==> src/design/mem_params.svh <==
// sizing for the memory stage
// NUM_SETS must equal 2**IDX_BITS, the index is taken straight from the address
// one 64-bit word per line, so the low 3 address bits never reach the cache
// a bus tag of zero means "no transaction", so at most 2**MEM_TAG_BITS-1 in flight

`ifndef MEM_PARAMS_SVH
`define MEM_PARAMS_SVH

////////////////////////////////////////////////////////////////////////////
// cache geometry
////////////////////////////////////////////////////////////////////////////

`define NUM_SETS          16   // direct mapped, one line per set
`define IDX_BITS          4    // log2 of NUM_SETS
`define WORD_OFFSET_BITS  3    // byte within the 64-bit word, ignored

// whatever is left of the 64-bit address above index and offset
`define CACHE_TAG_BITS    (64 - `IDX_BITS - `WORD_OFFSET_BITS)

////////////////////////////////////////////////////////////////////////////
// retire buffer and memory bus
////////////////////////////////////////////////////////////////////////////

`define RETIRE_SIZE       4    // dirty victims waiting for write-back
`define MEM_TAG_BITS      4    // width of response and data tag buses

`endif

==> src/design/mem_pkg.sv <==
// types shared by the cache, the retire buffer and the stage top
// bus command codes follow the memory model: none, load, store
// addresses are byte addresses of 64-bit words, offset bits are don't-care

`include "mem_params.svh"

package mem_pkg;

  ////////////////////////////////////////////////////////////////////////////
  // memory bus
  ////////////////////////////////////////////////////////////////////////////

  typedef enum logic [1:0] {
    BUS_NONE  = 2'h0,  // idle cycle
    BUS_LOAD  = 2'h1,  // read one word, data comes back on the tag bus
    BUS_STORE = 2'h2   // write one word, done on acceptance
  } bus_cmd_e;

  ////////////////////////////////////////////////////////////////////////////
  // cache address, seen either as a plain word or split for lookup
  ////////////////////////////////////////////////////////////////////////////

  typedef struct packed {
    logic [`CACHE_TAG_BITS-1:0]   tag;     // compared against the line tag
    logic [`IDX_BITS-1:0]         idx;     // selects the set
    logic [`WORD_OFFSET_BITS-1:0] offset;  // byte in word, unused
  } dcache_addr_t;

  typedef union packed {
    logic [63:0]  word;    // raw address as the pipeline hands it over
    dcache_addr_t fields;  // lookup view
  } dcache_addr_u;

  ////////////////////////////////////////////////////////////////////////////
  // storage
  ////////////////////////////////////////////////////////////////////////////

  // one cache line, 123 bits
  typedef struct packed {
    logic                       valid;
    logic                       dirty;  // differs from memory, write back on eviction
    logic [`CACHE_TAG_BITS-1:0] tag;
    logic [63:0]                data;
  } cache_line_t;

  // evicted line, line-aligned address plus data
  // also the push payload from cache to buffer
  typedef struct packed {
    logic [63:0] addr;
    logic [63:0] data;
  } retire_entry_t;

endpackage

==> src/design/dcache.sv <==
// direct-mapped write-back data cache, one 64-bit word per line
// the caller never raises rd_en and wr_en together, and holds a missing load
// steady until rd_valid comes back
// stores are only issued while the retire buffer has room (ret_full low)
// the Dmem port carries loads only; dirty data leaves through the retire buffer
// one miss outstanding at a time, response tag zero means not accepted

`include "mem_params.svh"

module dcache import mem_pkg::*; (
  input  logic                     clock,
  input  logic                     rst,
  // load request
  input  logic                     rd_en,
  input  dcache_addr_u             rd_addr,
  // store request, single cycle
  input  logic                     wr_en,
  input  dcache_addr_u             wr_addr,
  input  logic [63:0]              wr_data,
  // data memory responses
  input  logic [`MEM_TAG_BITS-1:0] Dmem2proc_response,
  input  logic [63:0]              Dmem2proc_data,
  input  logic [`MEM_TAG_BITS-1:0] Dmem2proc_tag,
  // answers from the retire buffer
  input  logic                     fwd_hit,
  input  logic [63:0]              fwd_data,
  input  logic                     ret_full,
  // load result
  output logic [63:0]              rd_data,
  output logic                     rd_valid,
  // miss completion strobe
  output logic [63:0]              miss_addr,
  output logic [63:0]              miss_data,
  output logic                     miss_valid,
  // data memory command
  output bus_cmd_e                 proc2Dmem_command,
  output logic [63:0]              proc2Dmem_addr,
  output logic [63:0]              proc2Dmem_data,
  // retire buffer side
  output logic [63:0]              fwd_addr,
  output retire_entry_t            victim,
  output logic                     victim_valid
);

  typedef enum logic [1:0] {
    MS_IDLE,    // no miss in flight
    MS_ACCEPT,  // load command held, waiting for a nonzero response
    MS_DATA     // accepted, waiting for our tag on the data bus
  } miss_state_e;

  cache_line_t              lines [`NUM_SETS];
  miss_state_e              state, state_nxt;
  logic [`MEM_TAG_BITS-1:0] miss_tag;  // tag handed out on acceptance

  cache_line_t rd_line, wr_line;       // lines under the two indexes
  logic [63:0] rd_line_addr;           // load address, word aligned
  logic        rd_hit, rd_miss;
  logic        need_evict;             // fill would displace a dirty line
  logic        evict_ok;               // ...and the buffer can take it
  logic        fwd_fill, mem_fill, fill_now;
  logic [63:0] fill_data;
  logic        load_req, load_accept;
  logic        wr_evict;

  ////////////////////////////////////////////////////////////////////////////
  // lookup
  ////////////////////////////////////////////////////////////////////////////

  assign rd_line = lines[rd_addr.fields.idx];
  assign wr_line = lines[wr_addr.fields.idx];

  assign rd_line_addr = {rd_addr.fields.tag, rd_addr.fields.idx,
                         {`WORD_OFFSET_BITS{1'b0}}};

  assign rd_hit  = rd_en && rd_line.valid && (rd_line.tag == rd_addr.fields.tag);
  assign rd_miss = rd_en && !rd_hit;

  // on a miss a valid line always has another tag, dirty means write back
  assign need_evict = rd_line.valid && rd_line.dirty;
  assign evict_ok   = !need_evict || !ret_full;  // full buffer holds the miss in idle

  ////////////////////////////////////////////////////////////////////////////
  // miss handling
  ////////////////////////////////////////////////////////////////////////////

  // pending victim in the buffer wins over memory, filled at the next edge
  assign fwd_fill = (state == MS_IDLE) && rd_miss && evict_ok && fwd_hit;

  // command goes out already in the miss cycle, held until accepted
  assign load_req = ((state == MS_IDLE) && rd_miss && evict_ok && !fwd_hit) ||
                    (state == MS_ACCEPT);
  assign load_accept = load_req && (Dmem2proc_response != '0);

  assign mem_fill  = (state == MS_DATA) && (Dmem2proc_tag == miss_tag);
  assign fill_now  = fwd_fill || mem_fill;
  assign fill_data = mem_fill ? Dmem2proc_data : fwd_data;

  always_comb begin
    state_nxt = state;
    case (state)
      MS_IDLE: begin
        if (load_req) begin
          state_nxt = load_accept ? MS_DATA : MS_ACCEPT;
        end
      end
      MS_ACCEPT: begin
        if (load_accept) state_nxt = MS_DATA;
      end
      MS_DATA: begin
        if (mem_fill) state_nxt = MS_IDLE;  // line written at this edge
      end
      default: state_nxt = MS_IDLE;
    endcase
  end

  always_ff @(posedge clock) begin
    if (rst) begin
      state    <= MS_IDLE;
      miss_tag <= '0;
    end else begin
      state <= state_nxt;
      if (load_accept) miss_tag <= Dmem2proc_response;
    end
  end

  ////////////////////////////////////////////////////////////////////////////
  // outputs
  ////////////////////////////////////////////////////////////////////////////

  // memory data passes straight through in the fill cycle, stall drops there
  assign rd_valid = rd_hit || mem_fill;
  assign rd_data  = mem_fill ? Dmem2proc_data : rd_line.data;

  assign miss_valid = mem_fill;      // one cycle per completed memory miss
  assign miss_addr  = rd_addr.word;  // held by the caller during the miss
  assign miss_data  = Dmem2proc_data;

  assign proc2Dmem_command = load_req ? BUS_LOAD : BUS_NONE;
  assign proc2Dmem_addr    = rd_line_addr;
  assign proc2Dmem_data    = '0;     // loads carry no data

  assign fwd_addr = rd_line_addr;    // buffer entries are word aligned too

  ////////////////////////////////////////////////////////////////////////////
  // victim push
  ////////////////////////////////////////////////////////////////////////////

  // store over a dirty line of another tag
  assign wr_evict = wr_en && wr_line.valid && wr_line.dirty &&
                    (wr_line.tag != wr_addr.fields.tag);

  assign victim_valid = wr_evict || (fill_now && need_evict);

  always_comb begin
    if (wr_en) begin
      victim.addr = {wr_line.tag, wr_addr.fields.idx, {`WORD_OFFSET_BITS{1'b0}}};
      victim.data = wr_line.data;
    end else begin
      victim.addr = {rd_line.tag, rd_addr.fields.idx, {`WORD_OFFSET_BITS{1'b0}}};
      victim.data = rd_line.data;
    end
  end

  ////////////////////////////////////////////////////////////////////////////
  // line array
  ////////////////////////////////////////////////////////////////////////////

  always_ff @(posedge clock) begin
    if (rst) begin
      for (int i = 0; i < `NUM_SETS; i++) begin
        lines[i].valid <= 1'b0;  // tag and data keep whatever they had
        lines[i].dirty <= 1'b0;
      end
    end else if (wr_en) begin
      // write allocate, whole word so no fetch needed
      lines[wr_addr.fields.idx] <= cache_line_t'{valid: 1'b1, dirty: 1'b1,
                                                 tag: wr_addr.fields.tag,
                                                 data: wr_data};
    end else if (fill_now) begin
      lines[rd_addr.fields.idx] <= cache_line_t'{valid: 1'b1, dirty: 1'b0,
                                                 tag: rd_addr.fields.tag,
                                                 data: fill_data};
    end
  end

endmodule

==> src/design/retire_buffer.sv <==
// FIFO of dirty lines evicted from the data cache, written back over Rmem
// one push per cycle; the cache only pushes while full is low
// a push and a pop may share a cycle, a push while full is dropped
// forward lookup is combinational and picks the newest matching entry

`include "mem_params.svh"

module retire_buffer import mem_pkg::*; #(
  parameter int DEPTH = `RETIRE_SIZE
) (
  input  logic                     clock,
  input  logic                     rst,
  // push from the cache
  input  retire_entry_t            victim,
  input  logic                     victim_valid,
  // forward lookup
  input  logic [63:0]              fwd_addr,
  output logic                     fwd_hit,
  output logic [63:0]              fwd_data,
  // write-back port
  input  logic [`MEM_TAG_BITS-1:0] Rmem2proc_response,
  output logic                     full,
  output bus_cmd_e                 proc2Rmem_command,
  output logic [63:0]              proc2Rmem_addr,
  output logic [63:0]              proc2Rmem_data
);

  localparam int PTR_BITS = (DEPTH > 1) ? $clog2(DEPTH) : 1;

  retire_entry_t       entries [DEPTH];
  logic [PTR_BITS-1:0] head;   // oldest entry, next to write back
  logic [PTR_BITS-1:0] tail;   // next free slot
  logic [PTR_BITS:0]   count;  // 0..DEPTH
  logic                empty;
  logic                push, pop;

  // wrap at DEPTH, which need not be a power of two
  function automatic logic [PTR_BITS-1:0] ptr_inc(input logic [PTR_BITS-1:0] p);
    if (p == PTR_BITS'(DEPTH - 1)) return '0;
    return p + 1'b1;
  endfunction

  ////////////////////////////////////////////////////////////////////////////
  // occupancy
  ////////////////////////////////////////////////////////////////////////////

  assign empty = (count == '0);
  assign full  = (count == (PTR_BITS + 1)'(DEPTH));

  assign push = victim_valid && !full;
  assign pop  = !empty && (Rmem2proc_response != '0);  // store accepted

  always_ff @(posedge clock) begin
    if (rst) begin
      head  <= '0;
      tail  <= '0;
      count <= '0;
    end else begin
      if (push) tail <= ptr_inc(tail);
      if (pop) head <= ptr_inc(head);
      case ({push, pop})
        2'b10:   count <= count + 1'b1;
        2'b01:   count <= count - 1'b1;
        default: count <= count;  // both or neither
      endcase
    end
  end

  // payload only, slots past count are never looked at
  always_ff @(posedge clock) begin
    if (push) entries[tail] <= victim;
  end

  ////////////////////////////////////////////////////////////////////////////
  // write-back driver
  ////////////////////////////////////////////////////////////////////////////

  // head stays on the bus until the memory takes it
  assign proc2Rmem_command = empty ? BUS_NONE : BUS_STORE;
  assign proc2Rmem_addr    = entries[head].addr;
  assign proc2Rmem_data    = entries[head].data;

  ////////////////////////////////////////////////////////////////////////////
  // forward search
  ////////////////////////////////////////////////////////////////////////////

  // walk back from tail so that a line evicted twice gives its latest data
  always_comb begin
    int slot;
    fwd_hit  = 1'b0;
    fwd_data = '0;
    for (int k = 0; k < DEPTH; k++) begin
      slot = (int'(tail) + 2 * DEPTH - 1 - k) % DEPTH;  // k-th newest
      if (!fwd_hit && (k < int'(count)) && (entries[slot].addr == fwd_addr)) begin
        fwd_hit  = 1'b1;
        fwd_data = entries[slot].data;
      end
    end
  end

endmodule

==> src/design/mem_stage.sv <==
// memory access stage of the load/store path, cache plus retire buffer
// the caller never raises rd_mem and wr_mem together, holds a load while
// mem_rd_stall is high and issues nothing while mem_stall_out is high
// no store-queue forwarding here, every load goes to the cache
// Dmem carries cache fills, Rmem carries write-backs of dirty victims

`include "mem_params.svh"

module mem_stage import mem_pkg::*; (
  input  logic                     clock,
  input  logic                     rst,
  // requests from the pipeline
  input  logic                     rd_mem,
  input  logic [63:0]              rd_addr,
  input  logic                     wr_mem,
  input  logic [63:0]              wr_addr,
  input  logic [63:0]              wr_data,
  // memory responses
  input  logic [63:0]              Dmem2proc_data,
  input  logic [`MEM_TAG_BITS-1:0] Dmem2proc_tag,
  input  logic [`MEM_TAG_BITS-1:0] Dmem2proc_response,
  input  logic [`MEM_TAG_BITS-1:0] Rmem2proc_response,
  // results and stalls
  output logic [63:0]              mem_result_out,
  output logic                     mem_rd_stall,
  output logic                     mem_stall_out,
  output logic [63:0]              mem_rd_miss_addr_out,
  output logic [63:0]              mem_rd_miss_data_out,
  output logic                     mem_rd_miss_valid_out,
  // memory commands
  output bus_cmd_e                 proc2Dmem_command,
  output logic [63:0]              proc2Dmem_addr,
  output logic [63:0]              proc2Dmem_data,
  output bus_cmd_e                 proc2Rmem_command,
  output logic [63:0]              proc2Rmem_addr,
  output logic [63:0]              proc2Rmem_data
);

  logic [63:0]   dcache_data;
  logic          dcache_valid;
  logic          ret_full;
  retire_entry_t victim;         // cache -> buffer push
  logic          victim_valid;
  logic [63:0]   fwd_addr;       // miss lookup into the buffer
  logic [63:0]   fwd_data;
  logic          fwd_hit;

  // non-load ops pass the address on, same as the older pipeline did
  assign mem_result_out = rd_mem ? dcache_data : rd_addr;
  assign mem_rd_stall   = rd_mem && !dcache_valid;
  assign mem_stall_out  = ret_full;  // no room for another dirty victim

  dcache dcache_inst (
    .clock              (clock),
    .rst                (rst),
    .rd_en              (rd_mem),
    .rd_addr            (rd_addr),
    .wr_en              (wr_mem),
    .wr_addr            (wr_addr),
    .wr_data            (wr_data),
    .Dmem2proc_response (Dmem2proc_response),
    .Dmem2proc_data     (Dmem2proc_data),
    .Dmem2proc_tag      (Dmem2proc_tag),
    .fwd_hit            (fwd_hit),
    .fwd_data           (fwd_data),
    .ret_full           (ret_full),
    .rd_data            (dcache_data),
    .rd_valid           (dcache_valid),
    .miss_addr          (mem_rd_miss_addr_out),
    .miss_data          (mem_rd_miss_data_out),
    .miss_valid         (mem_rd_miss_valid_out),
    .proc2Dmem_command  (proc2Dmem_command),
    .proc2Dmem_addr     (proc2Dmem_addr),
    .proc2Dmem_data     (proc2Dmem_data),
    .fwd_addr           (fwd_addr),
    .victim             (victim),
    .victim_valid       (victim_valid)
  );

  retire_buffer #(
    .DEPTH (`RETIRE_SIZE)
  ) retire_inst (
    .clock              (clock),
    .rst                (rst),
    .victim             (victim),
    .victim_valid       (victim_valid),
    .fwd_addr           (fwd_addr),
    .fwd_hit            (fwd_hit),
    .fwd_data           (fwd_data),
    .Rmem2proc_response (Rmem2proc_response),
    .full               (ret_full),
    .proc2Rmem_command  (proc2Rmem_command),
    .proc2Rmem_addr     (proc2Rmem_addr),
    .proc2Rmem_data     (proc2Rmem_data)
  );

endmodule

==> config.mk <==
export PLATFORM = sky130hd
export DESIGN_NAME = mem_stage
export DESIGN_NICKNAME = d
export VERILOG_FILES = /design/src/design/mem_pkg.sv /design/src/design/dcache.sv /design/src/design/retire_buffer.sv /design/src/design/mem_stage.sv
export VERILOG_INCLUDE_DIRS = /design/src /design/src/design
export SDC_FILE = /design/constraint.sdc
export NUM_CORES = 2
export LEC_CHECK = 0
export BUFFER_PORTS_ARGS = -buffer_cell sky130_fd_sc_hd__buf_2
export CELL_PAD_IN_SITES_DETAIL_PLACEMENT = 0
export CELL_PAD_IN_SITES_GLOBAL_PLACEMENT = 2
export CORE_MARGIN = 2
export CORE_UTILIZATION = 40
export CTS_CLUSTER_DIAMETER = 30
export DETAILED_ROUTE_END_ITERATION = 10
export GPL_TIMING_DRIVEN = 0
export HOLD_SLACK_MARGIN = 0.02
export PLACE_DENSITY_LB_ADDON = 0.1
export SETUP_SLACK_MARGIN = 0.4
export SLEW_MARGIN = 20
export SYNTH_ARGS = -nofsm -noshare
export SYNTH_HDL_FRONTEND = slang
export SYNTH_SLANG_ARGS = --single-unit
==> constraint.sdc <==
create_clock -name clock -period 27.1 [get_ports clock]
set_clock_uncertainty 0.05 [all_clocks]
set_input_delay 4.065 -clock clock [delete_from_list [all_inputs] [get_ports clock]]
set_output_delay 4.065 -clock clock [all_outputs]
set_load 0.05 [all_outputs]
---- Word-level counts from Yosys, hierarchy flattened ----
Memory sizes are Yosys's and may differ from the RTL's. A register that Yosys moved wholly into a read port is not among the register bits.
Cells that the tools add are included.
word-level totals
  memories ................................ 2
  input port bits ......................... 272
  bits in writable memories ............... 2480
  logic and storage cells ................. 132
  output and inout port bits .............. 455
  register bits after elaboration ......... 13
memory list
  name                 depth  bits a word  read ports  clocked after Yosys merged registers in  wr ports  line                 source
  dcache_inst.lines    16     123          2           0                                        16        dcache.sv:51         cache_line_t lines [`NUM_SETS];
  retire_inst.entries  4      128          5           1                                        1         retire_buffer.sv:30  retire_entry_t entries [DEPTH];
operators by class
  reduce and logical (&&, ||, !) cells .... 46
  magnitude comparators ................... 4
  eq/ne operators ......................... 17
  multiplexer cells ....................... 49
  add/sub/neg operators ................... 9
operators with widths
  cell                   number
  $mux W64               7
  $eq A64 B64 Y1         4
  $mux W123              2
  $reduce_or A123 Y1     2
  $mux W128              1
  $eq A57 B57 Y1         1
  $ne A57 B57 Y1         1
  $mux W2                13
  $logic_and A1 B1 Y1    24
  $mux W1                22
  $logic_not A1 Y1       9
  $eq A2 B2 Y1 const B   4
  $mux W4                2
  $reduce_bool A4 Y1     2
  $add A2 B1 Y2 const B  3
  $lt A1 B3 Y1 const A   2
  $lt A2 B3 Y1 const A   2
  $ne A2 B1 Y1 const B   3
  $pmux W2 S3            1
  $pmux W3 S2            1
  $sub A2 B2 Y2 const B  3
  $logic_or A1 B1 Y1     5
  $eq A2 B1 Y1 const B   2
  $eq A4 B4 Y1           1
  other kinds (8)        8

---- Longest topological paths before layout ----
An unclocked memory read counts as a cell.
  word-level depth ........................ 26
  mapped depth ............................ 35
  depth with buffers taken out ............ 16

---- Cells and area by module ----
A second synthesis with hierarchy kept.
second synthesis, totals
  cells, all modules ...................... 8312
  area total of the unflattened synthesis .. 136208.1 µm²
by module, submodules not included
  module         area an instance (µm²)  cells an instance  instances
  dcache         97740.0                 5233               1
  retire_buffer  37484.7                 3007               1
  mem_stage      983.4                   72                 1

---- Least setup slack after synthesis ----
No wires, ideal clock.
  path type ............................... in2reg
  start ................................... in rd_addr[3]
  end ..................................... mem dcache_inst.lines[2][0] in the netlist's numbering (enable)
  path slack .............................. 10.077 ns
  arrival time ............................ 16.194 ns
  stages .................................. 17
  path buffers ............................ 8
  setup time .............................. 0.778 ns
  path through ............................ buf_2 buf_4 buf_6 buf_4 buf_2 mux4_2 a22oi_1 nand2_1 and2_1 a211oi_1 and2_1 a31oi_2 or2_1 buf_6 buf_6 buf_6 o31ai_1
RTL lines
  element      line             source
  from (decl)  mem_stage.sv:14  input logic [63:0] rd_addr,
  to (decl)    dcache.sv:51

---- Worst setup path after layout ----
  start ................................... reg retire_inst.tail[0]
  end ..................................... out proc2Dmem_command[0]
between the ends
  word-level cells in the longest chain between the ends .. 22
ends and longest elaborated chain
  element                            line                 source
  from (decl)                        retire_buffer.sv:32  logic [PTR_BITS-1:0] tail;
  from (signal assigned)             retire_buffer.sv:59  if (push) tail <= ptr_inc(tail);
  $add A2 B1 Y2 *                    retire_buffer.sv:93  slot = (int'(tail) + 2 * DEPTH - 1 - k) % DEPTH;
  $sub A2 B2 Y2 *                    retire_buffer.sv:93
  $mem_v2 Z4 W128 *                  --
  $eq A64 B64 Y1                     retire_buffer.sv:94  if (!fwd_hit && (k < int'(count)) && (entries[slot].addr == fwd_addr)) begin
  $logic_and A1 B1 Y1                retire_buffer.sv:94
  $mux W1                            retire_buffer.sv:94
  $logic_not A1 Y1                   retire_buffer.sv:94
  $logic_and A1 B1 Y1 (2 in series)  retire_buffer.sv:94
  [5 not listed]                     --
  $logic_not A1 Y1                   retire_buffer.sv:94
  $logic_and A1 B1 Y1 (2 in series)  retire_buffer.sv:94
  $mux W1 *                          retire_buffer.sv:94
  $logic_not A1 Y1 *                 dcache.sv:90         assign load_req = ((state == MS_IDLE) && rd_miss && evict_ok && !fwd_hit) ||
  $logic_and A1 B1 Y1 *              dcache.sv:90
  $logic_or A1 B1 Y1 *               dcache.sv:90
  via dcache_inst.load_req           dcache.sv:62         logic load_req, load_accept;
  $mux W1 *                          dcache.sv:138        assign proc2Dmem_command = load_req ? BUS_LOAD : BUS_NONE;
  to (decl)                          mem_stage.sv:31      output bus_cmd_e proc2Dmem_command,
Mark *: on every way through the listed nets, which the timed path passes. The rest lies on a longest branch.

==> flow_results.xml <==
<?xml version="1.0" encoding="UTF-8"?>
<metrics>
  <group name="critical_path">
    <metric name="worstSetupEndpoint" unit="">proc2Dmem_command[0]</metric>
    <metric name="critical_path.reg2reg.endpoint" unit="">dcache_inst.lines[1][39]</metric>
    <metric name="rrSetupSlack" unit="ps">10850</metric>
    <metric name="start_kind" unit="">register</metric>
    <metric name="crit_path_start" unit="">retire_inst.tail[0]</metric>
    <metric name="worst_path_max_delay_cell" unit="">sky130_fd_sc_hd__xnor2_1</metric>
    <metric name="worst_setup_path_end_kind" unit="">output pin</metric>
    <metric name="cell_depth_of_the_worst_flop_to_flop_path" unit="">32</metric>
    <metric name="max_stage_delay" unit="ps">850</metric>
    <metric name="setup.worst_path.class" unit="">reg -&gt; out</metric>
    <metric name="worst_path_most_repeated_cell" unit="">sky130_fd_sc_hd__buf_6</metric>
    <metric name="critical_path_peak_fanout" unit="">10</metric>
    <metric name="critical_path_at" unit="ps">14770</metric>
    <metric name="req_time_crit_path" unit="ps">22980</metric>
    <metric name="critical_path.reg2reg.startpoint" unit="">retire_inst.tail[0]</metric>
  </group>
  <group name="power_and_ir_drop">
    <metric name="power.density" unit="mW/mm^2">82.82</metric>
    <metric name="static-leakage-power" unit="nW">56.35</metric>
    <metric name="peakVddDrop" unit="V">0.00006563</metric>
    <metric name="totalPowerFinal" unit="mW">14.08</metric>
  </group>
  <group name="timing">
    <metric name="finalHoldViolations" unit="">0</metric>
    <metric name="timing.final.crit_period" unit="ps">18880</metric>
    <metric name="post-route-worst-setup-slack" unit="ps">8220</metric>
    <metric name="setup-violations-final" unit="">0</metric>
    <metric name="fmax" unit="MHz">52.97</metric>
    <metric name="maxSlewViolCount" unit="">0</metric>
    <metric name="timing.hold.ws" unit="ps">440.3</metric>
    <metric name="timing.slew.headroom" unit="%">7.948</metric>
    <metric name="worst-slew-pin-transition" unit="ps">1381</metric>
    <metric name="fin_setup_tns" unit="ps">0</metric>
    <metric name="min_period_over_period" unit="%">69.67</metric>
    <metric name="rsz0062_at_grt" unit="">false</metric>
  </group>
  <group name="job">
    <metric name="drv.max_cap_violation_count" unit="">0</metric>
  </group>
  <group name="grt">
    <metric name="grt-busiest-layer" unit="">met2</metric>
    <metric name="met1_usage" unit="%">54.30</metric>
    <metric name="grt_antenna_before_repair" unit="">99</metric>
    <metric name="grt.total_usage" unit="%">41.86</metric>
    <metric name="gr-usage-met2" unit="%">58.37</metric>
    <metric name="use_met3" unit="%">17.69</metric>
    <metric name="overflow" unit="">0</metric>
    <metric name="global_route_wire_length_before_repair" unit="um">936600</metric>
    <metric name="vias_in_the_first_global_route" unit="">96632</metric>
    <metric name="grt_start_max_net_pins" unit="">38</metric>
  </group>
  <group name="floorplanning">
    <metric name="ios" unit="">727</metric>
    <metric name="coreArea" unit="mm^2">0.3366</metric>
    <metric name="die-height" unit="um">585.4</metric>
    <metric name="fp.dieW" unit="um">585.4</metric>
    <metric name="floorplan.initialDensity" unit="%">40.17</metric>
    <metric name="rows" unit="">213</metric>
    <metric name="design.die.area" unit="mm^2">0.3427</metric>
  </group>
  <group name="layout">
    <metric name="flow.area_growth_from_synthesis" unit="%">25.74</metric>
    <metric name="drive_gt1_share" unit="%">41.49</metric>
    <metric name="fillers" unit="">28115</metric>
    <metric name="num-nets-final" unit="">10008</metric>
    <metric name="final_cell_count_no_fill" unit="">14789</metric>
  </group>
  <group name="detailed_routing">
    <metric name="detail_route.iter0.violations" unit="">18310</metric>
    <metric name="ant_nets" unit="">0</metric>
    <metric name="avgViaCountPerCell" unit="">6.960</metric>
    <metric name="detailed_route_drc_error_count" unit="">0</metric>
    <metric name="post_drt_wl_per_cell" unit="um">49.36</metric>
    <metric name="first_pass_iters" unit="">10</metric>
    <metric name="finalWirelength" unit="um">729900</metric>
    <metric name="num_vias" unit="">102934</metric>
  </group>
  <group name="synthesis">
    <metric name="yosysSeqAreaShare" unit="%">54.91</metric>
    <metric name="synth.avg_cell_area" unit="um^2">16.51</metric>
    <metric name="netlist_top_cells_area" unit="">sky130_fd_sc_hd__edfxtp_1 54%, sky130_fd_sc_hd__mux4_2 24%, sky130_fd_sc_hd__mux2i_1 2.8%, sky130_fd_sc_hd__mux2_2 2.0%, sky130_fd_sc_hd__buf_4 1.7%</metric>
    <metric name="synth_area_leader_cell" unit="">sky130_fd_sc_hd__edfxtp_1</metric>
    <metric name="synth.top_cell.area_share" unit="%">54.45</metric>
    <metric name="yosys_warnings" unit="">0</metric>
    <metric name="async_reset_ff_share" unit="%">0</metric>
    <metric name="ys_ff_latch" unit="">2483</metric>
    <metric name="synthFlopType" unit="">sky130_fd_sc_hd__edfxtp_1</metric>
    <metric name="synth_adder_area_share" unit="%">0.09253</metric>
    <metric name="synth-xor-area-share" unit="%">1.969</metric>
    <metric name="combinational_family_with_the_most_area_after_synthesis" unit="">multiplexers</metric>
    <metric name="post_synth_inst_count" unit="">8190</metric>
    <metric name="mappedNetlistArea" unit="mm^2">0.1352</metric>
    <metric name="synth_simple_gate_area_share" unit="%">4.527</metric>
    <metric name="synth.distinct_cells" unit="">89</metric>
    <metric name="number_of_synthesized_flops_with_an_enable_pin" unit="">2452</metric>
    <metric name="synth.area.mux_share" unit="%">29.07</metric>
    <metric name="synth_compound_area_share" unit="%">5.476</metric>
  </group>
  <group name="clock_network">
    <metric name="tritoncts.num_buffers" unit="">591</metric>
    <metric name="cells_resized_by_post_cts_repair" unit="">0</metric>
    <metric name="cts_max_level" unit="">6</metric>
    <metric name="cts.sink_count" unit="">2483</metric>
    <metric name="clock_tree_from_tritoncts" unit="">yes</metric>
    <metric name="cts_setup_buffers" unit="">0</metric>
    <metric name="insertion_delay" unit="ps">1050</metric>
    <metric name="clock_path_buffers" unit="">4</metric>
    <metric name="clkSlewWorstSetupHoldPaths" unit="ps">40</metric>
    <metric name="hold_buffers" unit="">0</metric>
    <metric name="clk_root_buffer_cell" unit="">sky130_fd_sc_hd__clkbuf_16</metric>
  </group>
  <group name="placement">
    <metric name="number_of_i_o_port_buffers" unit="">602</metric>
    <metric name="post-place-ws" unit="ps">9730</metric>
    <metric name="place_hpwl" unit="um">542400</metric>
    <metric name="gp_routability_congestion" unit="">1.044</metric>
    <metric name="number_of_instances_in_the_placed_design" unit="">13648</metric>
  </group>
  <group name="worst_hold_path">
    <metric name="worst_min_delay_path_category" unit="">reg -&gt; reg</metric>
    <metric name="worstHoldPathCells" unit="">2</metric>
    <metric name="worst_hold_startpoint" unit="">dcache_inst.miss_tag[1]</metric>
  </group>
  <group name="outcome">
    <metric name="outcome" unit="">completed</metric>
  </group>
</metrics>
## critical path: cells and delay by family, from the launching register on
kind	cells	cell delay (ps)
compound gates	2	660
xor+xnor	1	850
fa+ha+maj	1	350
buf+inv	23	9220
flops	1	380
mux	1	430
simple gates	4	1610
## sequential cells by signal (all words and copies together) (netlist names), named ones only
| signal | flops |
|---|---|
| dcache_inst.lines | 1968 |
| retire_inst.count | 3 |
| retire_inst.entries | 500 |
| retire_inst.tail | 2 |
| retire_inst.head | 2 |
| dcache_inst.miss_tag | 4 |
| dcache_inst.state | 2 |
## logic make-up after synthesis
family	after synthesis
AO/OA/AOI/OAI	1073
XOR/XNOR	304
adder cells (fa/ha/maj)	10
buffers and inverters	1041
flip-flops	2483
multiplexers	2081
other	1
AND/OR/NAND/NOR	1197
## layout make-up
type                    instances  area, um^2  area share [%]
inverters                      62       232.7          0.1369
clock inverters               386        4228           2.486
flip-flops and latches       2483       74250           43.67
repair buffers                872        8234           4.843
multi-input cells            4737       56620           33.30
clock buffers                 674       15230           8.955
diodes                         81       202.7          0.1192
well taps                    4515        5649           3.322
plain buffers                 979        5391           3.171
## power breakdown
group / total, mW / internal [mW] / switching, mW
Sequential: 4.34 / 4.31 / 0.0320
Clock: 6.96 / 4.62 / 2.35
Combinational: 2.77 / 0.802 / 1.97
Total: 14.1 / 9.73 / 4.35
## how the worst min path moves through the flow
stage / end
6_report: dcache_inst.miss_tag[1]
5_1_grt: dcache_inst.miss_tag[1]
4_1_cts: dcache_inst.miss_tag[1]
3_5_place_dp: dcache_inst.miss_tag[1]
3_3_place_gp: dcache_inst.miss_tag[2]
2_1_floorplan: dcache_inst.lines[9][122]
## metrics by stage
step                      instance area, um^2  util (%)
after floorplan                        135500         -
after global placement                 144200     42.83
after detailed placement               150400     44.67
after CTS                              169800     50.45
after global routing                   169900     50.47
final                                  170000     50.52
## layout by cell type (no fill, tap or decap), types with 100 or more instances in the layout
master                      instances
sky130_fd_sc_hd__buf_2            771
sky130_fd_sc_hd__clkbuf_2         142
sky130_fd_sc_hd__mux4_2          1453
sky130_fd_sc_hd__nor2_1           280
sky130_fd_sc_hd__edfxtp_1        2452
sky130_fd_sc_hd__clkinv_2         100
sky130_fd_sc_hd__a21oi_1          191
sky130_fd_sc_hd__clkbuf_1         379
sky130_fd_sc_hd__mux2_2           243
sky130_fd_sc_hd__nand2_1          306
sky130_fd_sc_hd__buf_4            345
sky130_fd_sc_hd__mux2i_1          380
sky130_fd_sc_hd__xnor2_1          255
sky130_fd_sc_hd__o21ai_0          155
sky130_fd_sc_hd__clkbuf_16        595
## cell usage after synthesis (65+ instances only)
cell type	instances
sky130_fd_sc_hd__a31oi_1	73
sky130_fd_sc_hd__buf_2	82
sky130_fd_sc_hd__and2_1	84
sky130_fd_sc_hd__clkbuf_1	445
sky130_fd_sc_hd__mux4_2	1453
sky130_fd_sc_hd__nor4_1	96
sky130_fd_sc_hd__nor2_1	281
sky130_fd_sc_hd__xnor2_1	255
sky130_fd_sc_hd__buf_4	305
sky130_fd_sc_hd__o21ai_0	208
sky130_fd_sc_hd__a21oi_1	192
sky130_fd_sc_hd__mux2_2	243
sky130_fd_sc_hd__a211oi_1	83
sky130_fd_sc_hd__mux2i_1	385
sky130_fd_sc_hd__buf_1	123
sky130_fd_sc_hd__edfxtp_1	2452
sky130_fd_sc_hd__nand2_1	306
sky130_fd_sc_hd__nor3_1	93
sky130_fd_sc_hd__o21bai_1	65
sky130_fd_sc_hd__nand4_1	98
## routing by layer
metal | wire length (um) | up-vias
met5 | 328 | -
met4 | 49930 | 30
met3 | 108800 | 1633
met2 | 303700 | 9192
met1 | 267100 | 54582
li1 | - | 37497
(Power assumes the default switching activity.)
